[config.mk]
export PLATFORM = sky130hd
export DESIGN_NAME = layer_sequencer
export DESIGN_NICKNAME = d
export VERILOG_FILES = /design/src/logic/fxp_pkg.sv /design/src/logic/net_pkg.sv /design/src/logic/layer_sequencer.sv
export VERILOG_INCLUDE_DIRS = /design/src /design/src/logic
export SDC_FILE = /design/constraint.sdc
export NUM_CORES = 1
export LEC_CHECK = 0
export ABC_AREA = 1
export BUFFER_PORTS_ARGS = -buffer_cell sky130_fd_sc_hd__buf_2
export CORE_UTILIZATION = 30
export CTS_CLUSTER_SIZE = 28
export DETAILED_ROUTE_END_ITERATION = 16
export PLACE_DENSITY_LB_ADDON = 0.1
export SLEW_MARGIN = 0
export SYNTH_ARGS = -nofsm -noshare
export SYNTH_HDL_FRONTEND = slang
export SYNTH_SLANG_ARGS = --single-unit
[constraint.sdc]
create_clock -name clk -period 28.3 [get_ports clk]
set_input_delay 2.83 -clock clk [delete_from_list [all_inputs] [get_ports clk]]
set_output_delay 2.83 -clock clk [all_outputs]
set_load 0.02 [all_outputs]
[src/logic/nn_macros.svh]
/* network size and number format constants
   shared by the packages, the parameter store and the testbench */

`ifndef NN_MACROS_SVH
`define NN_MACROS_SVH

// word layout, sign-magnitude with 8 fraction bits
`define NN_WORD_BITS 16
`define NN_FRAC_BITS 8

// layer widths
`define NN_IN 10
`define NN_HID 16
`define NN_LAT 2
`define NN_OUT 2

// widest fan-in over all four layers
`define NN_MAX_FANIN 16
// row and column index width, one spare bit for range checks
`define NN_IDX_BITS 5

`endif
[src/logic/fxp_pkg.sv]
/* sign-magnitude fixed point format
   word type plus saturating multiply, add and rectifier */

`include "nn_macros.svh"

package fxp_pkg;

    localparam int FXP_MAG_BITS = `NN_WORD_BITS - 1;
    localparam logic [FXP_MAG_BITS-1:0] FXP_MAG_MAX = '1;

    // sign on top, magnitude below
    typedef struct packed {
        logic                    sign;
        logic [FXP_MAG_BITS-1:0] mag;
    } fxp_word_t;

    // product, truncated then clipped to full scale
    function automatic fxp_word_t fxp_mul(input fxp_word_t a, input fxp_word_t b);
        logic [2*FXP_MAG_BITS-1:0] full;
        logic [2*FXP_MAG_BITS-1:0] scaled;
        fxp_word_t r;
        full = {{FXP_MAG_BITS{1'b0}}, a.mag} * {{FXP_MAG_BITS{1'b0}}, b.mag};
        scaled = full >> `NN_FRAC_BITS;
        if (|scaled[2*FXP_MAG_BITS-1:FXP_MAG_BITS]) begin
            r.mag = FXP_MAG_MAX;
        end else begin
            r.mag = scaled[FXP_MAG_BITS-1:0];
        end
        // no negative zero
        r.sign = (a.sign ^ b.sign) & (r.mag != '0);
        return r;
    endfunction

    function automatic fxp_word_t fxp_add(input fxp_word_t a, input fxp_word_t b);
        logic [FXP_MAG_BITS:0] sum;
        fxp_word_t r;
        sum = {1'b0, a.mag} + {1'b0, b.mag};
        if (a.sign == b.sign) begin
            // same sign, carry out means overflow
            r.mag = sum[FXP_MAG_BITS] ? FXP_MAG_MAX : sum[FXP_MAG_BITS-1:0];
            r.sign = a.sign;
        end else if (a.mag >= b.mag) begin
            r.mag = a.mag - b.mag;
            r.sign = a.sign;
        end else begin
            r.mag = b.mag - a.mag;
            r.sign = b.sign;
        end
        if (r.mag == '0) begin
            r.sign = 1'b0;
        end
        return r;
    endfunction

    // negative words clamp to zero
    function automatic fxp_word_t fxp_relu(input fxp_word_t a);
        return a.sign ? '0 : a;
    endfunction

endpackage

[src/logic/net_pkg.sv]
/* network structure types
   layer ids, parameter access structs, feature and result vectors */

`include "nn_macros.svh"

package net_pkg;

    import fxp_pkg::*;

    // processing order of the four dense layers
    typedef enum logic [1:0] {
        LAYER_HID,
        LAYER_MEAN,
        LAYER_CLS,
        LAYER_LOGIT
    } layer_id_t;

    typedef logic [`NN_IDX_BITS-1:0] nn_idx_t;

    // host write, row is the neuron and col the input
    typedef struct packed {
        logic      valid;
        layer_id_t layer;
        logic      is_bias;
        nn_idx_t   row;
        nn_idx_t   col;
        fxp_word_t data;
    } param_wr_t;

    typedef struct packed {
        layer_id_t layer;
        nn_idx_t   row;
        nn_idx_t   col;
    } param_rd_t;

    typedef fxp_word_t [`NN_IN-1:0] feature_vec_t;
    typedef fxp_word_t [`NN_LAT-1:0] latent_vec_t;
    typedef fxp_word_t [`NN_OUT-1:0] logit_vec_t;

    typedef struct packed {
        latent_vec_t latent;
        logit_vec_t  logits;
    } net_result_t;

    // neurons per layer
    function automatic nn_idx_t layer_rows(input layer_id_t layer);
        case (layer)
            LAYER_HID:  return nn_idx_t'(`NN_HID);
            LAYER_MEAN: return nn_idx_t'(`NN_LAT);
            LAYER_CLS:  return nn_idx_t'(`NN_HID);
            default:    return nn_idx_t'(`NN_OUT);
        endcase
    endfunction

    // inputs per neuron
    function automatic nn_idx_t layer_cols(input layer_id_t layer);
        case (layer)
            LAYER_HID:  return nn_idx_t'(`NN_IN);
            LAYER_MEAN: return nn_idx_t'(`NN_HID);
            LAYER_CLS:  return nn_idx_t'(`NN_LAT);
            default:    return nn_idx_t'(`NN_HID);
        endcase
    endfunction

endpackage

[src/logic/layer_sequencer.sv]
/* req/ack control and layer/neuron loops of the inference
   feeds the shared MAC and keeps the activation buffers */

`include "nn_macros.svh"

module layer_sequencer
    import fxp_pkg::*;
    import net_pkg::*;
(
    input  logic         clk,
    input  logic         reset,
    input  feature_vec_t features,
    input  logic         req,
    output logic         ack,
    output logic         busy,
    output param_rd_t    rd,
    output fxp_word_t    operand,
    output logic         first,
    output logic         last,
    output logic         relu_en,
    input  fxp_word_t    neuron,
    input  logic         neuron_done,
    output net_result_t  result
);

    localparam int IN_AW  = $clog2(`NN_IN);
    localparam int HID_AW = $clog2(`NN_HID);
    localparam int LAT_AW = $clog2(`NN_LAT);
    localparam int OUT_AW = $clog2(`NN_OUT);

    typedef enum logic [2:0] {
        ST_IDLE,
        ST_CAPTURE,
        ST_RUN,
        ST_DRAIN,
        ST_HOLD,
        ST_RELEASE
    } state_t;

    state_t    state;
    layer_id_t cur_layer;
    nn_idx_t   row;
    nn_idx_t   col;
    nn_idx_t   wr_row;
    nn_idx_t   row_last;
    nn_idx_t   col_last;
    logic      issue;
    fxp_word_t op_sel;

    // activation buffers
    feature_vec_t feat_q;
    fxp_word_t    hid_buf [`NN_HID];
    // latent field doubles as the layer three input buffer
    net_result_t  res_q;

    assign row_last = layer_rows(cur_layer) - 1'b1;
    assign col_last = layer_cols(cur_layer) - 1'b1;
    assign issue    = state == ST_RUN;

    // store address goes out now, data comes back next cycle
    assign rd      = '{layer: cur_layer, row: row, col: col};
    assign ack     = state == ST_HOLD;
    assign busy    = state != ST_IDLE;
    assign result  = res_q;

    always_ff @(posedge clk or posedge reset) begin
        if (reset) begin
            state     <= ST_IDLE;
            cur_layer <= LAYER_HID;
            row       <= '0;
            col       <= '0;
        end else begin
            case (state)
                ST_IDLE: begin
                    if (req) begin
                        state <= ST_CAPTURE;
                    end
                end
                ST_CAPTURE: begin
                    cur_layer <= LAYER_HID;
                    row       <= '0;
                    col       <= '0;
                    state     <= ST_RUN;
                end
                // one term per cycle, column inner loop
                ST_RUN: begin
                    if (col == col_last) begin
                        col <= '0;
                        if (row == row_last) begin
                            row   <= '0;
                            state <= ST_DRAIN;
                        end else begin
                            row <= row + 1'b1;
                        end
                    end else begin
                        col <= col + 1'b1;
                    end
                end
                // next layer reads this one, so wait for its last neuron
                ST_DRAIN: begin
                    if (neuron_done && (wr_row == row_last)) begin
                        if (cur_layer == LAYER_LOGIT) begin
                            state <= ST_HOLD;
                        end else begin
                            cur_layer <= layer_id_t'(cur_layer + 2'd1);
                            state     <= ST_RUN;
                        end
                    end
                end
                ST_HOLD: begin
                    if (!req) begin
                        state <= ST_RELEASE;
                    end
                end
                default: begin
                    state <= ST_IDLE;
                end
            endcase
        end
    end

    // write pointer for returned neurons, wraps at the end of a layer
    always_ff @(posedge clk or posedge reset) begin
        if (reset) begin
            wr_row <= '0;
        end else if (neuron_done) begin
            wr_row <= (wr_row == row_last) ? '0 : wr_row + 1'b1;
        end
    end

    // operand source follows the layer
    always_comb begin
        case (cur_layer)
            LAYER_HID:  op_sel = feat_q[col[IN_AW-1:0]];
            LAYER_MEAN: op_sel = hid_buf[col[HID_AW-1:0]];
            LAYER_CLS:  op_sel = res_q.latent[col[LAT_AW-1:0]];
            default:    op_sel = hid_buf[col[HID_AW-1:0]];
        endcase
    end

    // delayed one stage to meet the store data
    always_ff @(posedge clk) begin
        operand <= op_sel;
    end

    always_ff @(posedge clk or posedge reset) begin
        if (reset) begin
            first   <= 1'b0;
            last    <= 1'b0;
            relu_en <= 1'b0;
        end else begin
            first   <= issue && (col == '0);
            last    <= issue && (col == col_last);
            // rectifier on both hidden layers
            relu_en <= issue && ((cur_layer == LAYER_HID) || (cur_layer == LAYER_CLS));
        end
    end

    always_ff @(posedge clk) begin
        if (state == ST_CAPTURE) begin
            feat_q <= features;
        end
        if (neuron_done && ((cur_layer == LAYER_HID) || (cur_layer == LAYER_CLS))) begin
            hid_buf[wr_row[HID_AW-1:0]] <= neuron;
        end
    end

    // latent mean and logits, held through the ack phase
    always_ff @(posedge clk or posedge reset) begin
        if (reset) begin
            res_q <= '0;
        end else if (neuron_done) begin
            if (cur_layer == LAYER_MEAN) begin
                res_q.latent[wr_row[LAT_AW-1:0]] <= neuron;
            end else if (cur_layer == LAYER_LOGIT) begin
                res_q.logits[wr_row[OUT_AW-1:0]] <= neuron;
            end
        end
    end

endmodule

==> flow_metrics.tcl <==
set metrics [dict create \
    clock_latency_ns 0.64 \
    arrival_ns 2.49 \
    antenna_found_initial 14 \
    p_seq_share_pct 40.0 \
    p_leak_uw 0.0102 \
    path_class "flop to output port" \
    crit_required_ns 25.47 \
    critPathMaxStageDelay_ns 0.91 \
    p_sw_share_pct 37.0 \
    htreeDepth 2 \
    dp_slack_ns 23.33 \
    vias 14700 \
    fmax_mhz 188 \
    slowest_stage "dfrtp_4" \
    postCtsSetupBuffers 0 \
    fp.dieW_um 267 \
    viasPerCell 4.64 \
    status "completed" \
    detail-route-antenna-nets 0 \
    power_density_nw_per_um2 105 \
    synth_area_leader_cell "edfxtp_1" \
    routed_wirelength_um 67300 \
    grt_use_total_pct 18.8 \
    hold_class "flop to flop" \
    io_buffers 276 \
    ctsResizeCount 0 \
    r2r_cells 10 \
    gp_congestion 0.779 \
    crit_buf_inv 2 \
    p_comb_share_pct 30.0 \
    hpwl_um 43400 \
    dieHeight_um 267 \
    syn-mean-instance-area_um2 11.0 \
    final_cell_mix "nand2_1 (439), edfxtp_1 (416), nor2_1 (365), o21ai_0 (279), buf_2 (276)" \
    seq_area_frac_synth_pct 71.2 \
    syn_to_final_growth_pct 21.0 \
    wire_per_inst_um 21.3 \
    finalCriticalPeriod_ns 5.32 \
    yosys_register_bits 519 \
    r2r_start "col[0]" \
    nNetsFinal 2367 \
    p_int_uw 1690 \
    fin_ws_ns 22.98 \
    clk_pin_slew_ns 0.06 \
    crit_path_end_kind "output port" \
    nFillCells 6951 \
    clockPowerShare_pct 29.9 \
    hold_buffers 0 \
    first_pass_iters 5 \
    gr-total-overflow 0 \
    regArea_um2 15000 \
    worst_slew_margin_rel_pct 28.6 \
    synth_area_leaders "edfxtp_1 (59%), dfrtp_1 (10%), nand2_1 (7.8%), o21ai_0 (6.6%), nor2_1 (6.6%)" \
    coreArea_um2 68900 \
    hold_end "result[18]" \
    grt_start_max_net_pins 87 \
    drv_slew 0 \
    cp_top_family "buffers and inverters" \
    dieArea_um2 71200 \
    multi_input_area_um2 5440 \
    cts_buffers 58 \
    final_common_cell "nand2_1" \
    ir_drop_uv 48.0 \
    timing.setup.tns_ns 0 \
    setup_viol 0 \
    fin_skew_ns 0.0452 \
    hp-start "result[18]" \
    syn_area_um2 21000 \
    synth_top_cell_area_share_pct 59.4 \
    rr_endpoint "operand[6]" \
    cap_violations 0 \
    cts_tree "yes" \
    drive_above_1_share_pct 18.8 \
    finalCritPeriodShare_pct 18.8 \
    grt_pass1_vias 14700 \
    worstMarginPinSlew_ns 1.07 \
    yosysUniqueCellTypes 30 \
    cts_root_buf "clkbuf_16" \
    num_rows 96 \
    grt_setup_unrepaired "false" \
    power.net_switching_uw 993 \
    setup.worst_path.start_class "flop" \
    clock_path_buffers 3 \
    syn-instance-count 1911 \
    ff2ff_setup_slack_ns 23.74 \
    holdPathStages 2 \
    synth.net_count 2104 \
    drt-initial-drc-count 1003 \
    yosys_warnings 0 \
    cp_max_fo 67 \
    drcViolationCount 0 \
    io_pins 277 \
    hold_viol 0 \
    grt_pass1_wl_um 97700 \
    cts.sinks 519 \
    initial_core_util_pct 30.5 \
    worstPathCellList "buf_4, buf_2" \
]
[tightest hold or removal path: cells and delay by family (launching register included)]
| family | cells | cell delay [ns] |
|---|---|---|
| AND/OR/NAND/NOR | 1 | 0.05 |
| AO/OA/AOI/OAI | 1 | 0.06 |
| flip-flops | 1 | 0.34 |
[registers in the layout, summed over array words and instances (netlist names)]
name / cells
state: 3
row: 5
result: 64
cur_layer: 2
col: 5
operand: 16
last: 1
hid_buf: 256
relu_en: 1
wr_row: 5
feat_q: 160
first: 1
[Yosys cell counts, drive strengths merged]
master	number
o21ai	321
nand3	47
inv	53
buf	52
a21oi	19
nand3b	1
o22ai	3
dfrtp	87
nor2	372
nor3	9
nand2	441
xnor2	2
edfxtp	416
dfxtp	16
nor3b	1
ha	13
nand4	1
clkbuf	48
xor2	8
or2	1
[cell families after synthesis]
family / count (synthesis) / synth area share, %
XOR/XNOR: 10 / 0.416
flip-flops: 519 / 71.2
AO/OA/AOI/OAI: 343 / 8.18
adder cells (fa/ha/maj): 13 / 0.773
buffers and inverters: 153 / 3.26
AND/OR/NAND/NOR: 873 / 16.1
[layer usage]
layer | global-route usage [%] | vias up | part of all wire [%]
met1 | 24.6 | 7151 | 44
met5 | 0 | - | 0.10
met4 | 5.11 | 12 | 2.3
li1 | - | 7029 | -
met2 | 31.5 | 367 | 49
met3 | 3.69 | 99 | 5.5
[power groups by stage]
stage          registers [uW]  logic (uW)  clock network (uW)
6_report                 1070         806                 803
5_1_grt                  1090         903                 849
4_1_cts                  1080         826                 819
3_5_place_dp             1090         823                   0
3_3_place_gp             1090         822                   0
2_1_floorplan            1130         471                   0
[per-stage QoR]
step	power [uW]	util, %	cells	hold slack, ns	cell area, um^2
6_report	2680	36.9	3161	0.484	25500
5_1_grt	2840	36.9	3157	0.503	25500
4_1_cts	2720	36.9	3155	0.484	25400
3_5_place_dp	1910	33.9	3045	0.470	23400
3_3_place_gp	1910	33.9	3045	0.468	23400
2_1_floorplan	1600	-	1911	0.503	21000
[how the worst max path moves through the flow]
stage                           start               to  slack [ns]  cells past startpoint
after floorplan              state[0]           row[0]       19.42                      7
after global routing           col[0]            rd[0]       22.84                      2
after detailed placement  neuron_done  hid_buf[14][11]       23.33                      5
after global placement    neuron_done   hid_buf[14][0]       23.33                      5
after CTS                      col[0]            rd[0]       22.88                      2
final                          col[0]            rd[0]       22.98                      2
[cell type report]
class | instances | share of cell area, %
Clock inverter | 30 | 1.33
Timing Repair Buffer | 303 | 6.22
Clock buffer | 80 | 6.77
Multi-Input combinational cell | 1239 | 21.3
Inverter | 53 | 0.806
Tap cell | 931 | 4.57
Sequential cell | 519 | 58.9
Antenna cell | 6 | 0.0590
Power figures use the tool's default switching activity.
