===== src/logic/nn_macros.svh =====
/* network size and number format constants
   shared by the packages, the parameter store and the testbench */

`ifndef NN_MACROS_SVH
`define NN_MACROS_SVH

// word layout, sign-magnitude with 8 fraction bits
`define NN_WORD_BITS 16
`define NN_FRAC_BITS 8

// layer widths
`define NN_IN 10
`define NN_HID 16
`define NN_LAT 2
`define NN_OUT 2

// widest fan-in over all four layers
`define NN_MAX_FANIN 16
// row and column index width, one spare bit for range checks
`define NN_IDX_BITS 5

`endif

===== src/logic/fxp_pkg.sv =====
/* sign-magnitude fixed point format
   word type plus saturating multiply, add and rectifier */

`include "nn_macros.svh"

package fxp_pkg;

    localparam int FXP_MAG_BITS = `NN_WORD_BITS - 1;
    localparam logic [FXP_MAG_BITS-1:0] FXP_MAG_MAX = '1;

    // sign on top, magnitude below
    typedef struct packed {
        logic                    sign;
        logic [FXP_MAG_BITS-1:0] mag;
    } fxp_word_t;

    // product, truncated then clipped to full scale
    function automatic fxp_word_t fxp_mul(input fxp_word_t a, input fxp_word_t b);
        logic [2*FXP_MAG_BITS-1:0] full;
        logic [2*FXP_MAG_BITS-1:0] scaled;
        fxp_word_t r;
        full = {{FXP_MAG_BITS{1'b0}}, a.mag} * {{FXP_MAG_BITS{1'b0}}, b.mag};
        scaled = full >> `NN_FRAC_BITS;
        if (|scaled[2*FXP_MAG_BITS-1:FXP_MAG_BITS]) begin
            r.mag = FXP_MAG_MAX;
        end else begin
            r.mag = scaled[FXP_MAG_BITS-1:0];
        end
        // no negative zero
        r.sign = (a.sign ^ b.sign) & (r.mag != '0);
        return r;
    endfunction

    function automatic fxp_word_t fxp_add(input fxp_word_t a, input fxp_word_t b);
        logic [FXP_MAG_BITS:0] sum;
        fxp_word_t r;
        sum = {1'b0, a.mag} + {1'b0, b.mag};
        if (a.sign == b.sign) begin
            // same sign, carry out means overflow
            r.mag = sum[FXP_MAG_BITS] ? FXP_MAG_MAX : sum[FXP_MAG_BITS-1:0];
            r.sign = a.sign;
        end else if (a.mag >= b.mag) begin
            r.mag = a.mag - b.mag;
            r.sign = a.sign;
        end else begin
            r.mag = b.mag - a.mag;
            r.sign = b.sign;
        end
        if (r.mag == '0) begin
            r.sign = 1'b0;
        end
        return r;
    endfunction

    // negative words clamp to zero
    function automatic fxp_word_t fxp_relu(input fxp_word_t a);
        return a.sign ? '0 : a;
    endfunction

endpackage


===== src/logic/fxp_mac.sv =====
/* two stage multiply-accumulate for one neuron at a time
   bias preload on the first term, optional rectifier on the last */

module fxp_mac
    import fxp_pkg::*;
(
    input  logic      clk,
    input  logic      reset,
    input  fxp_word_t operand,
    input  fxp_word_t weight,
    input  fxp_word_t bias,
    input  logic      first,
    input  logic      last,
    input  logic      relu_en,
    output fxp_word_t neuron,
    output logic      neuron_done
);

    // stage one registers
    fxp_word_t prod_q;
    fxp_word_t bias_q;
    logic      first_q;
    logic      last_q;
    logic      relu_q;

    // stage two
    fxp_word_t acc_q;
    fxp_word_t acc_next;

    // product and bias ride together
    always_ff @(posedge clk) begin
        prod_q <= fxp_mul(operand, weight);
        bias_q <= bias;
    end

    always_ff @(posedge clk or posedge reset) begin
        if (reset) begin
            first_q <= 1'b0;
            last_q  <= 1'b0;
            relu_q  <= 1'b0;
        end else begin
            first_q <= first;
            last_q  <= last;
            relu_q  <= relu_en;
        end
    end

    // first term starts from the bias, later terms from the running sum
    assign acc_next = first_q ? fxp_add(bias_q, prod_q) : fxp_add(acc_q, prod_q);

    always_ff @(posedge clk) begin
        acc_q <= acc_next;
        // finished neuron, rectified for hidden layers
        if (last_q) begin
            neuron <= relu_q ? fxp_relu(acc_next) : acc_next;
        end
    end

    // done lines up with the neuron register
    always_ff @(posedge clk or posedge reset) begin
        if (reset) begin
            neuron_done <= 1'b0;
        end else begin
            neuron_done <= last_q;
        end
    end

endmodule


===== config.mk =====
export PLATFORM = sky130hd
export DESIGN_NAME = fxp_mac
export DESIGN_NICKNAME = d
export VERILOG_FILES = /design/src/logic/fxp_pkg.sv /design/src/logic/fxp_mac.sv
export VERILOG_INCLUDE_DIRS = /design/src /design/src/logic
export SDC_FILE = /design/constraint.sdc
export NUM_CORES = 1
export LEC_CHECK = 0
export ABC_AREA = 1
export BUFFER_PORTS_ARGS = -buffer_cell sky130_fd_sc_hd__buf_2
export CORE_AREA = 3 3 214 216
export DETAILED_ROUTE_END_ITERATION = 16
export DIE_AREA = 0 0 217 219
export PLACE_DENSITY_LB_ADDON = 0.25
export SYNTH_ARGS = -nofsm -noshare
export SYNTH_HDL_FRONTEND = slang
export SYNTH_SLANG_ARGS = --single-unit

===== constraint.sdc =====
create_clock -name clk -period 4.5 [get_ports clk]
set_input_delay 0.45 -clock clk [delete_from_list [all_inputs] [get_ports clk]]
set_output_delay 0.45 -clock clk [all_outputs]
set_load 0.005 [all_outputs]

==> out/qor.yml, run 1 <==
status:
  outcome: "finished, violations left"
  violations: "setup timing"
placement:
  place_congestion: 0.960
  portBuffers: 69
  dp_hpwl_mm: 46.6
job:
  max-cap-violations: 0
detailed_routing:
  met2_length_mm: 26.2
  dr.pass1.iters: 6
  first_iter_violations: 1006
  wl_met1_mm: 22.8
  drc: 0
  postRouteWirelength_mm: 54.0
  met3RoutedLength_mm: 2.41
  wl_per_cell_um: 16.2
  top_layer_used: "met4"
  ant_nets: 0
  vias: 16200
  avgViaCountPerCell: 4.87
setup_path:
  crit_fanout: 9
  start_kind: "input port"
  timing_worst_setup_path_type: "in -> reg"
  cp.arrival_ns: 5.61
  critical_path_required_ns: 4.74
  end_kind: "flop"
floorplanning:
  io_pins: 70
  dieHeight_um: 219
  dieArea_um2: 47500
  row_count: 77
  coreArea_um2: 44100
  initial_core_util_pct: 37.6
  die_width_um: 217
grt:
  grt_pass1_wl_mm: 85.8
  grt_use_total_pct: 22.8
  first_global_vias: 16300
  grt_max_degree: 22
  gr-total-overflow: 0
  antenna_found_initial: 0
final_layout:
  drive_gt1_share_pct: 16.0
  fin_nets: 3144
  synthToLayoutAreaGrowth_pct: 18.0
  fill_cells: 4689
  mostFrequentLayoutCell: "nand2_1"
  layout_common_cells: "nand2_1, inv_1, fa_1"
  num_antenna_cells: 0
timing:
  worst_slew_pin_slew_ns: 0.763
  timing.slew.headroom_pct: 48.6
  period_needed_ns: 5.37
  min_period_over_period_pct: 119
  report.final.slew_viol_count: 0
  rsz0062_at_grt: "true"
  layout_setup_ws_ns: -0.871
  fin_hold_ws_ns: 0.193
  setup_viol: 16
  fmax_ghz: 0.186
  finalClockSkew_ns: 0.0159
  finalHoldViolCount: 0
clocking:
  cts_buffers: 9
  cts.sinks: 68
  clk_latency_ns: 0.36
  clk_path_buf_depth: 2
  clk_pin_slew_ns: 0.07
  clockRootBuffer: "clkbuf_16"
  cts_tree: "built"
  h-tree-depth: 3
synth:
  ys_ff_latch: 68
  synthArstFlopShare_pct: 5.88
  netlist_area_um2: 16600
  synthFlopType: "dfxtp_1"
  ys_types: 44
  synth_nets: 2963
  post_synth.cell_area_avg_um2: 6.49
  ys.warnings.count: 0
  syn_inst: 2559
  synth_enable_flop_cells: 16
  yosysSeqAreaShare_pct: 9.28
min_path:
  holdCritPathClass: "in -> reg"
[registers in the layout, indices dropped and copies added, names as in the netlist]
name and cells:
neuron_done 1, bias_q 16, first_q 1, prod_q 16, neuron 16, relu_q 1, last_q 1, acc_q 16
[worst max-delay path, cell delays in order]
cell and delay (ns):
buf_6 0.12, nand2_1 0.06, inv_1 0.05, fa_1 0.50, inv_1 0.06, fa_1 0.54, inv_1 0.05, fa_1 0.47
inv_1 0.05, fa_1 0.47, inv_1 0.05, fa_1 0.47, inv_1 0.05, fa_1 0.49, inv_2 0.05, ha_4 0.32
nand2_4 0.08, o21a_1 0.24, o21bai_4 0.15, nand3_2 0.09, nand3_1 0.07, nand2_1 0.05, nand2_1 0.07, nand3_2 0.09
nor2_4 0.15, nand2_4 0.11, or2_4 0.26
[layer usage]
| metal | GRT usage (%) | vias up |
|---|---|---|
| met2 | 40.3 | 492 |
| li1 | - | 7995 |
| met4 | 10.3 | 0 |
| met5 | 0 | - |
| met3 | 2.23 | 136 |
| met1 | 28.0 | 7619 |
[cell usage after synthesis (all sizes together), types with 16 or more instances]
cell type	number	share of area (%)
clkbuf	36	0.81
nand2	835	19
buf	31	1.6
a21oi	109	3.9
nor2	125	3.1
o21ai	47	1.4
fa	172	21
inv	636	14
ha	179	13
nand4	39	1.5
nor3	18	0.60
edfxtp	16	2.9
dfxtp	48	5.8
nand3	174	5.6
xor2	25	1.3
[cell type report]
class	instances	area, um^2	area share [%]
clock buffer	13	272	1.39
timing repair inverter	1	8.76	0.0447
inverter	639	2400	12.3
sequential	68	1540	7.87
multi-input combinational	1785	12800	65.3
tap	592	741	3.78
timing repair buffer	236	1800	9.21
clock inverter	3	18.8	0.0958
[metrics by stage]
stage | TNS, ns | util [%] | cell area [um^2] | std cells | worst slack, ns
after CTS | -12.29 | 44.1 | 19400 | 3336 | -0.844
after global routing | -16.81 | 44.4 | 19600 | 3337 | -1.13
final | -12.45 | 44.4 | 19600 | 3337 | -0.871
after detailed placement | -21.83 | 42.3 | 18700 | 3310 | -1.40
after global placement | -20.99 | 42.3 | 18700 | 3310 | -1.33
after floorplan | -14.18 | - | 16800 | 2559 | -0.966
[worst paths after layout]
path	from	endpoint	slack [ns]	cells after the start
setup / recovery	weight[4]	prod_q[4]$_DFF_P_	-0.87	27
hold / removal	last	last_q$_DFF_PP0_	0.19	1
setup reg to reg	prod_q[10]$_DFF_P_	neuron[1]$_DFFE_PP_	0.71	16
hold reg to reg	last_q$_DFF_PP0_	neuron_done$_DFF_PP0_	0.82	0
max in group asynchronous	reset	first_q$_DFF_PP0_	3.83	3
min in group asynchronous	reset	neuron_done$_DFF_PP0_	0.52	3
[logic make-up after synthesis]
kind of cell             share of synthesized area [%]
AND/OR/NAND/NOR                                   30.8
buffers and inverters                             16.9
adder cells (fa/ha/maj)                           34.2
AO/OA/AOI/OAI                                     6.74
flip-flops                                        9.28
XOR/XNOR                                          2.11
[what timing repair did]
item,4_1_cts,5_1_grt
pin swaps,30,12
hold endpoints to repair,4,0
endpoints found under the setup margin,16,16
resized for setup,99,41
gates cloned,1,0
hold buffers,1,0
setup buffers,8,1
Power of run 1 is left out: the tool's default activity adds up to more than one toggle a clock period on the data nets, which glitch-free logic cannot reach.
==> run 2: changes to the inputs <==
Settings changed: MAX_ROUTING_LAYER set to met4.
==> run 2 against run 1 <==
Net effect:
- the flow still finishes with violations (setup timing)
- critical path depth rose by 2
- register-to-register slack got worse by 0.18 ns
- clock-buffer cell count fell by 2
==> out/qor.yml, run 2 (synthesis results as in run 1) <==
status:
  outcome: "finished, violations left"
  violations: "setup timing"
detailed_routing:
  vias: 16200  # -0.53%
  ant_nets: 0  # unchanged
  met2_length_mm: 29.2  # +12%
  met3RoutedLength_mm: 2.09  # -13%
  avgViaCountPerCell: 4.82  # -0.95%
  dr.pass1.iters: 5  # -1
  wl_met1_mm: 24.6  # +7.9%
  wl_per_cell_um: 17.2  # +6.1%
  postRouteWirelength_mm: 57.6  # +6.6%
  top_layer_used: "met4"
  first_iter_violations: 1026  # +2.0%
  drc: 0  # unchanged
placement:
  dp_hpwl_mm: 49.8  # +6.9%
  portBuffers: 69  # unchanged
  place_congestion: 0.973  # +1.3%
  postPlaceCellArea_um2: 18700  # +0.27%
final_layout:
  fill_cells: 4676  # -0.28%
  synthToLayoutAreaGrowth_pct: 18.5
  final_area_um2: 19700  # +0.40%
  drive_gt1_share_pct: 16.4  # +0.43 points
  fin_nets: 3158  # +0.45%
  mostFrequentLayoutCell: "nand2_1"
  num_antenna_cells: 0  # unchanged
  layout_common_cells: "nand2_1, inv_1, buf_4"
setup_path:
  end_kind: "flop"
  timing.rr.start: "prod_q[11]$_DFF_P_"
  timing_worst_setup_path_type: "in -> reg"
  cp_slowest_cell: "fa_1"
  crit_path_frequent_cell: "inv_1"
  slowest_delay_ns: 0.54  # about the same
  crit_fanout: 6  # -3
  cp.arrival_ns: 5.67  # +0.06 ns
  critical_path_required_ns: 4.75  # about the same
  start_kind: "input port"
  crit_start: "operand[6]"
floorplanning:
  dieHeight_um: 219  # unchanged
  initial_core_util_pct: 37.6  # unchanged
  dieArea_um2: 47500  # unchanged
  coreArea_um2: 44100  # unchanged
  die_width_um: 217  # unchanged
  io_pins: 70  # unchanged
  row_count: 77  # unchanged
job:
  max-cap-violations: 0  # unchanged
clocking:
  clk_latency_ns: 0.37  # about the same
  cts.sinks: 68  # unchanged
  cts_tree: "built"
  cts_buffers: 9  # unchanged
  clockRootBuffer: "clkbuf_16"
  clk_pin_slew_ns: 0.06  # about the same
  h-tree-depth: 3  # unchanged
  clk_path_buf_depth: 2  # unchanged
timing:
  setup_viol: 16  # unchanged
  worst_slew_pin_slew_ns: 0.849  # +0.0861 ns
  finalHoldViolCount: 0  # unchanged
  finalClockSkew_ns: 0.0232  # +0.00726 ns
  report.final.slew_viol_count: 0  # unchanged
  fmax_ghz: 0.185  # -0.84%
  min_period_over_period_pct: 120  # +1.0 points
  layout_setup_ws_ns: -0.917  # -0.0458 ns
  period_needed_ns: 5.42  # +0.0458 ns
  timing.slew.headroom_pct: 42.8  # -5.8 points
  rsz0062_at_grt: "true"
grt:
  antenna_found_initial: 0  # unchanged
  first_global_vias: 16400  # +0.66%
  grt_pass1_wl_mm: 90.0  # +4.9%
  gr-total-overflow: 0  # unchanged
  grt_max_degree: 22  # unchanged
  grt_use_total_pct: 25.1  # +2.3 points
min_path:
  hp-start: "relu_en"
  holdCritPathClass: "in -> reg"
## run 2: changes by cell type in the layout (fill, tap and decap cells not counted), moves of 3 or more
| cell | change |
|---|---|
| a21oi_1 | +5 |
| a21oi_2 | -4 |
| buf_2 | -3 |
| buf_4 | +14 |
| buf_6 | +3 |
| inv_1 | -10 |
| inv_2 | +10 |
| nand2_1 | +3 |
| nand2_4 | -3 |
## run 2: final timing paths
check / depth (start not counted) / slack (ns) / to
min reg2reg: 4 / 0.79 / neuron[15]$_SDFFCE_PP0P_
max: 29 / -0.92 / prod_q[12]$_DFF_P_
max in group asynchronous: 3 / 3.83 / first_q$_DFF_PP0_
min in group asynchronous: 3 / 0.52 / relu_q$_DFF_PP0_
max reg2reg: 16 / 0.53 / neuron[2]$_DFFE_PP_
min: 1 / 0.19 / relu_q$_DFF_PP0_
## run 2: area by class of cell
class,instances,area (um^2),share of cell area [%]
multi-input combinational,1785,12800,64.8
inverter,639,2400,12.2
timing repair buffer,250,1920,9.78
sequential,68,1540,7.84
tap,592,741,3.77
clock buffer,11,264,1.34
clock inverter,5,41.3,0.210
timing repair inverter,1,5.00,0.0254
## run 2: layer usage
layer	global-route usage, %	vias to the layer above
li1	-	8040
met1	30.4	7680
met2	45.3	360
met3	1.55	76
met4	6.76	0
met5	-	-
## run 2: critical path: cells and delay by family
kind            cells  cell delay [ns]
compound gates      1             0.21
fa+ha+maj           7             2.97
simple gates       10             1.13
buf+inv            11             0.90
## run 2: stage by stage
| stage | cells | TNS (ns) | hold slack [ns] | utilization (%) | setup slack [ns] |
|---|---|---|---|---|---|
| after floorplan | 2559 | -14.18 | 0.216 | - | -0.966 |
| after CTS | 3342 | -12.55 | 0.181 | 44.2 | -0.823 |
| after global placement | 3320 | -22.47 | 0.325 | 42.4 | -1.45 |
| final | 3351 | -13.27 | 0.192 | 44.6 | -0.917 |
| after global routing | 3351 | -17.24 | 0.185 | 44.6 | -1.15 |
| after detailed placement | 3320 | -23.44 | 0.344 | 42.4 | -1.50 |
## run 2: what timing repair did
action / in CTS / in global routing
buffers inserted: 5 / 8
pin swaps: 39 / 28
hold buffers: 1 / 0
cloned: 0 / 1
gates resized for setup: 118 / 33
setup endpoints to repair: 16 / 16
hold endpoints to repair: 4 / 0
Power of run 2 is left out for the same reason.
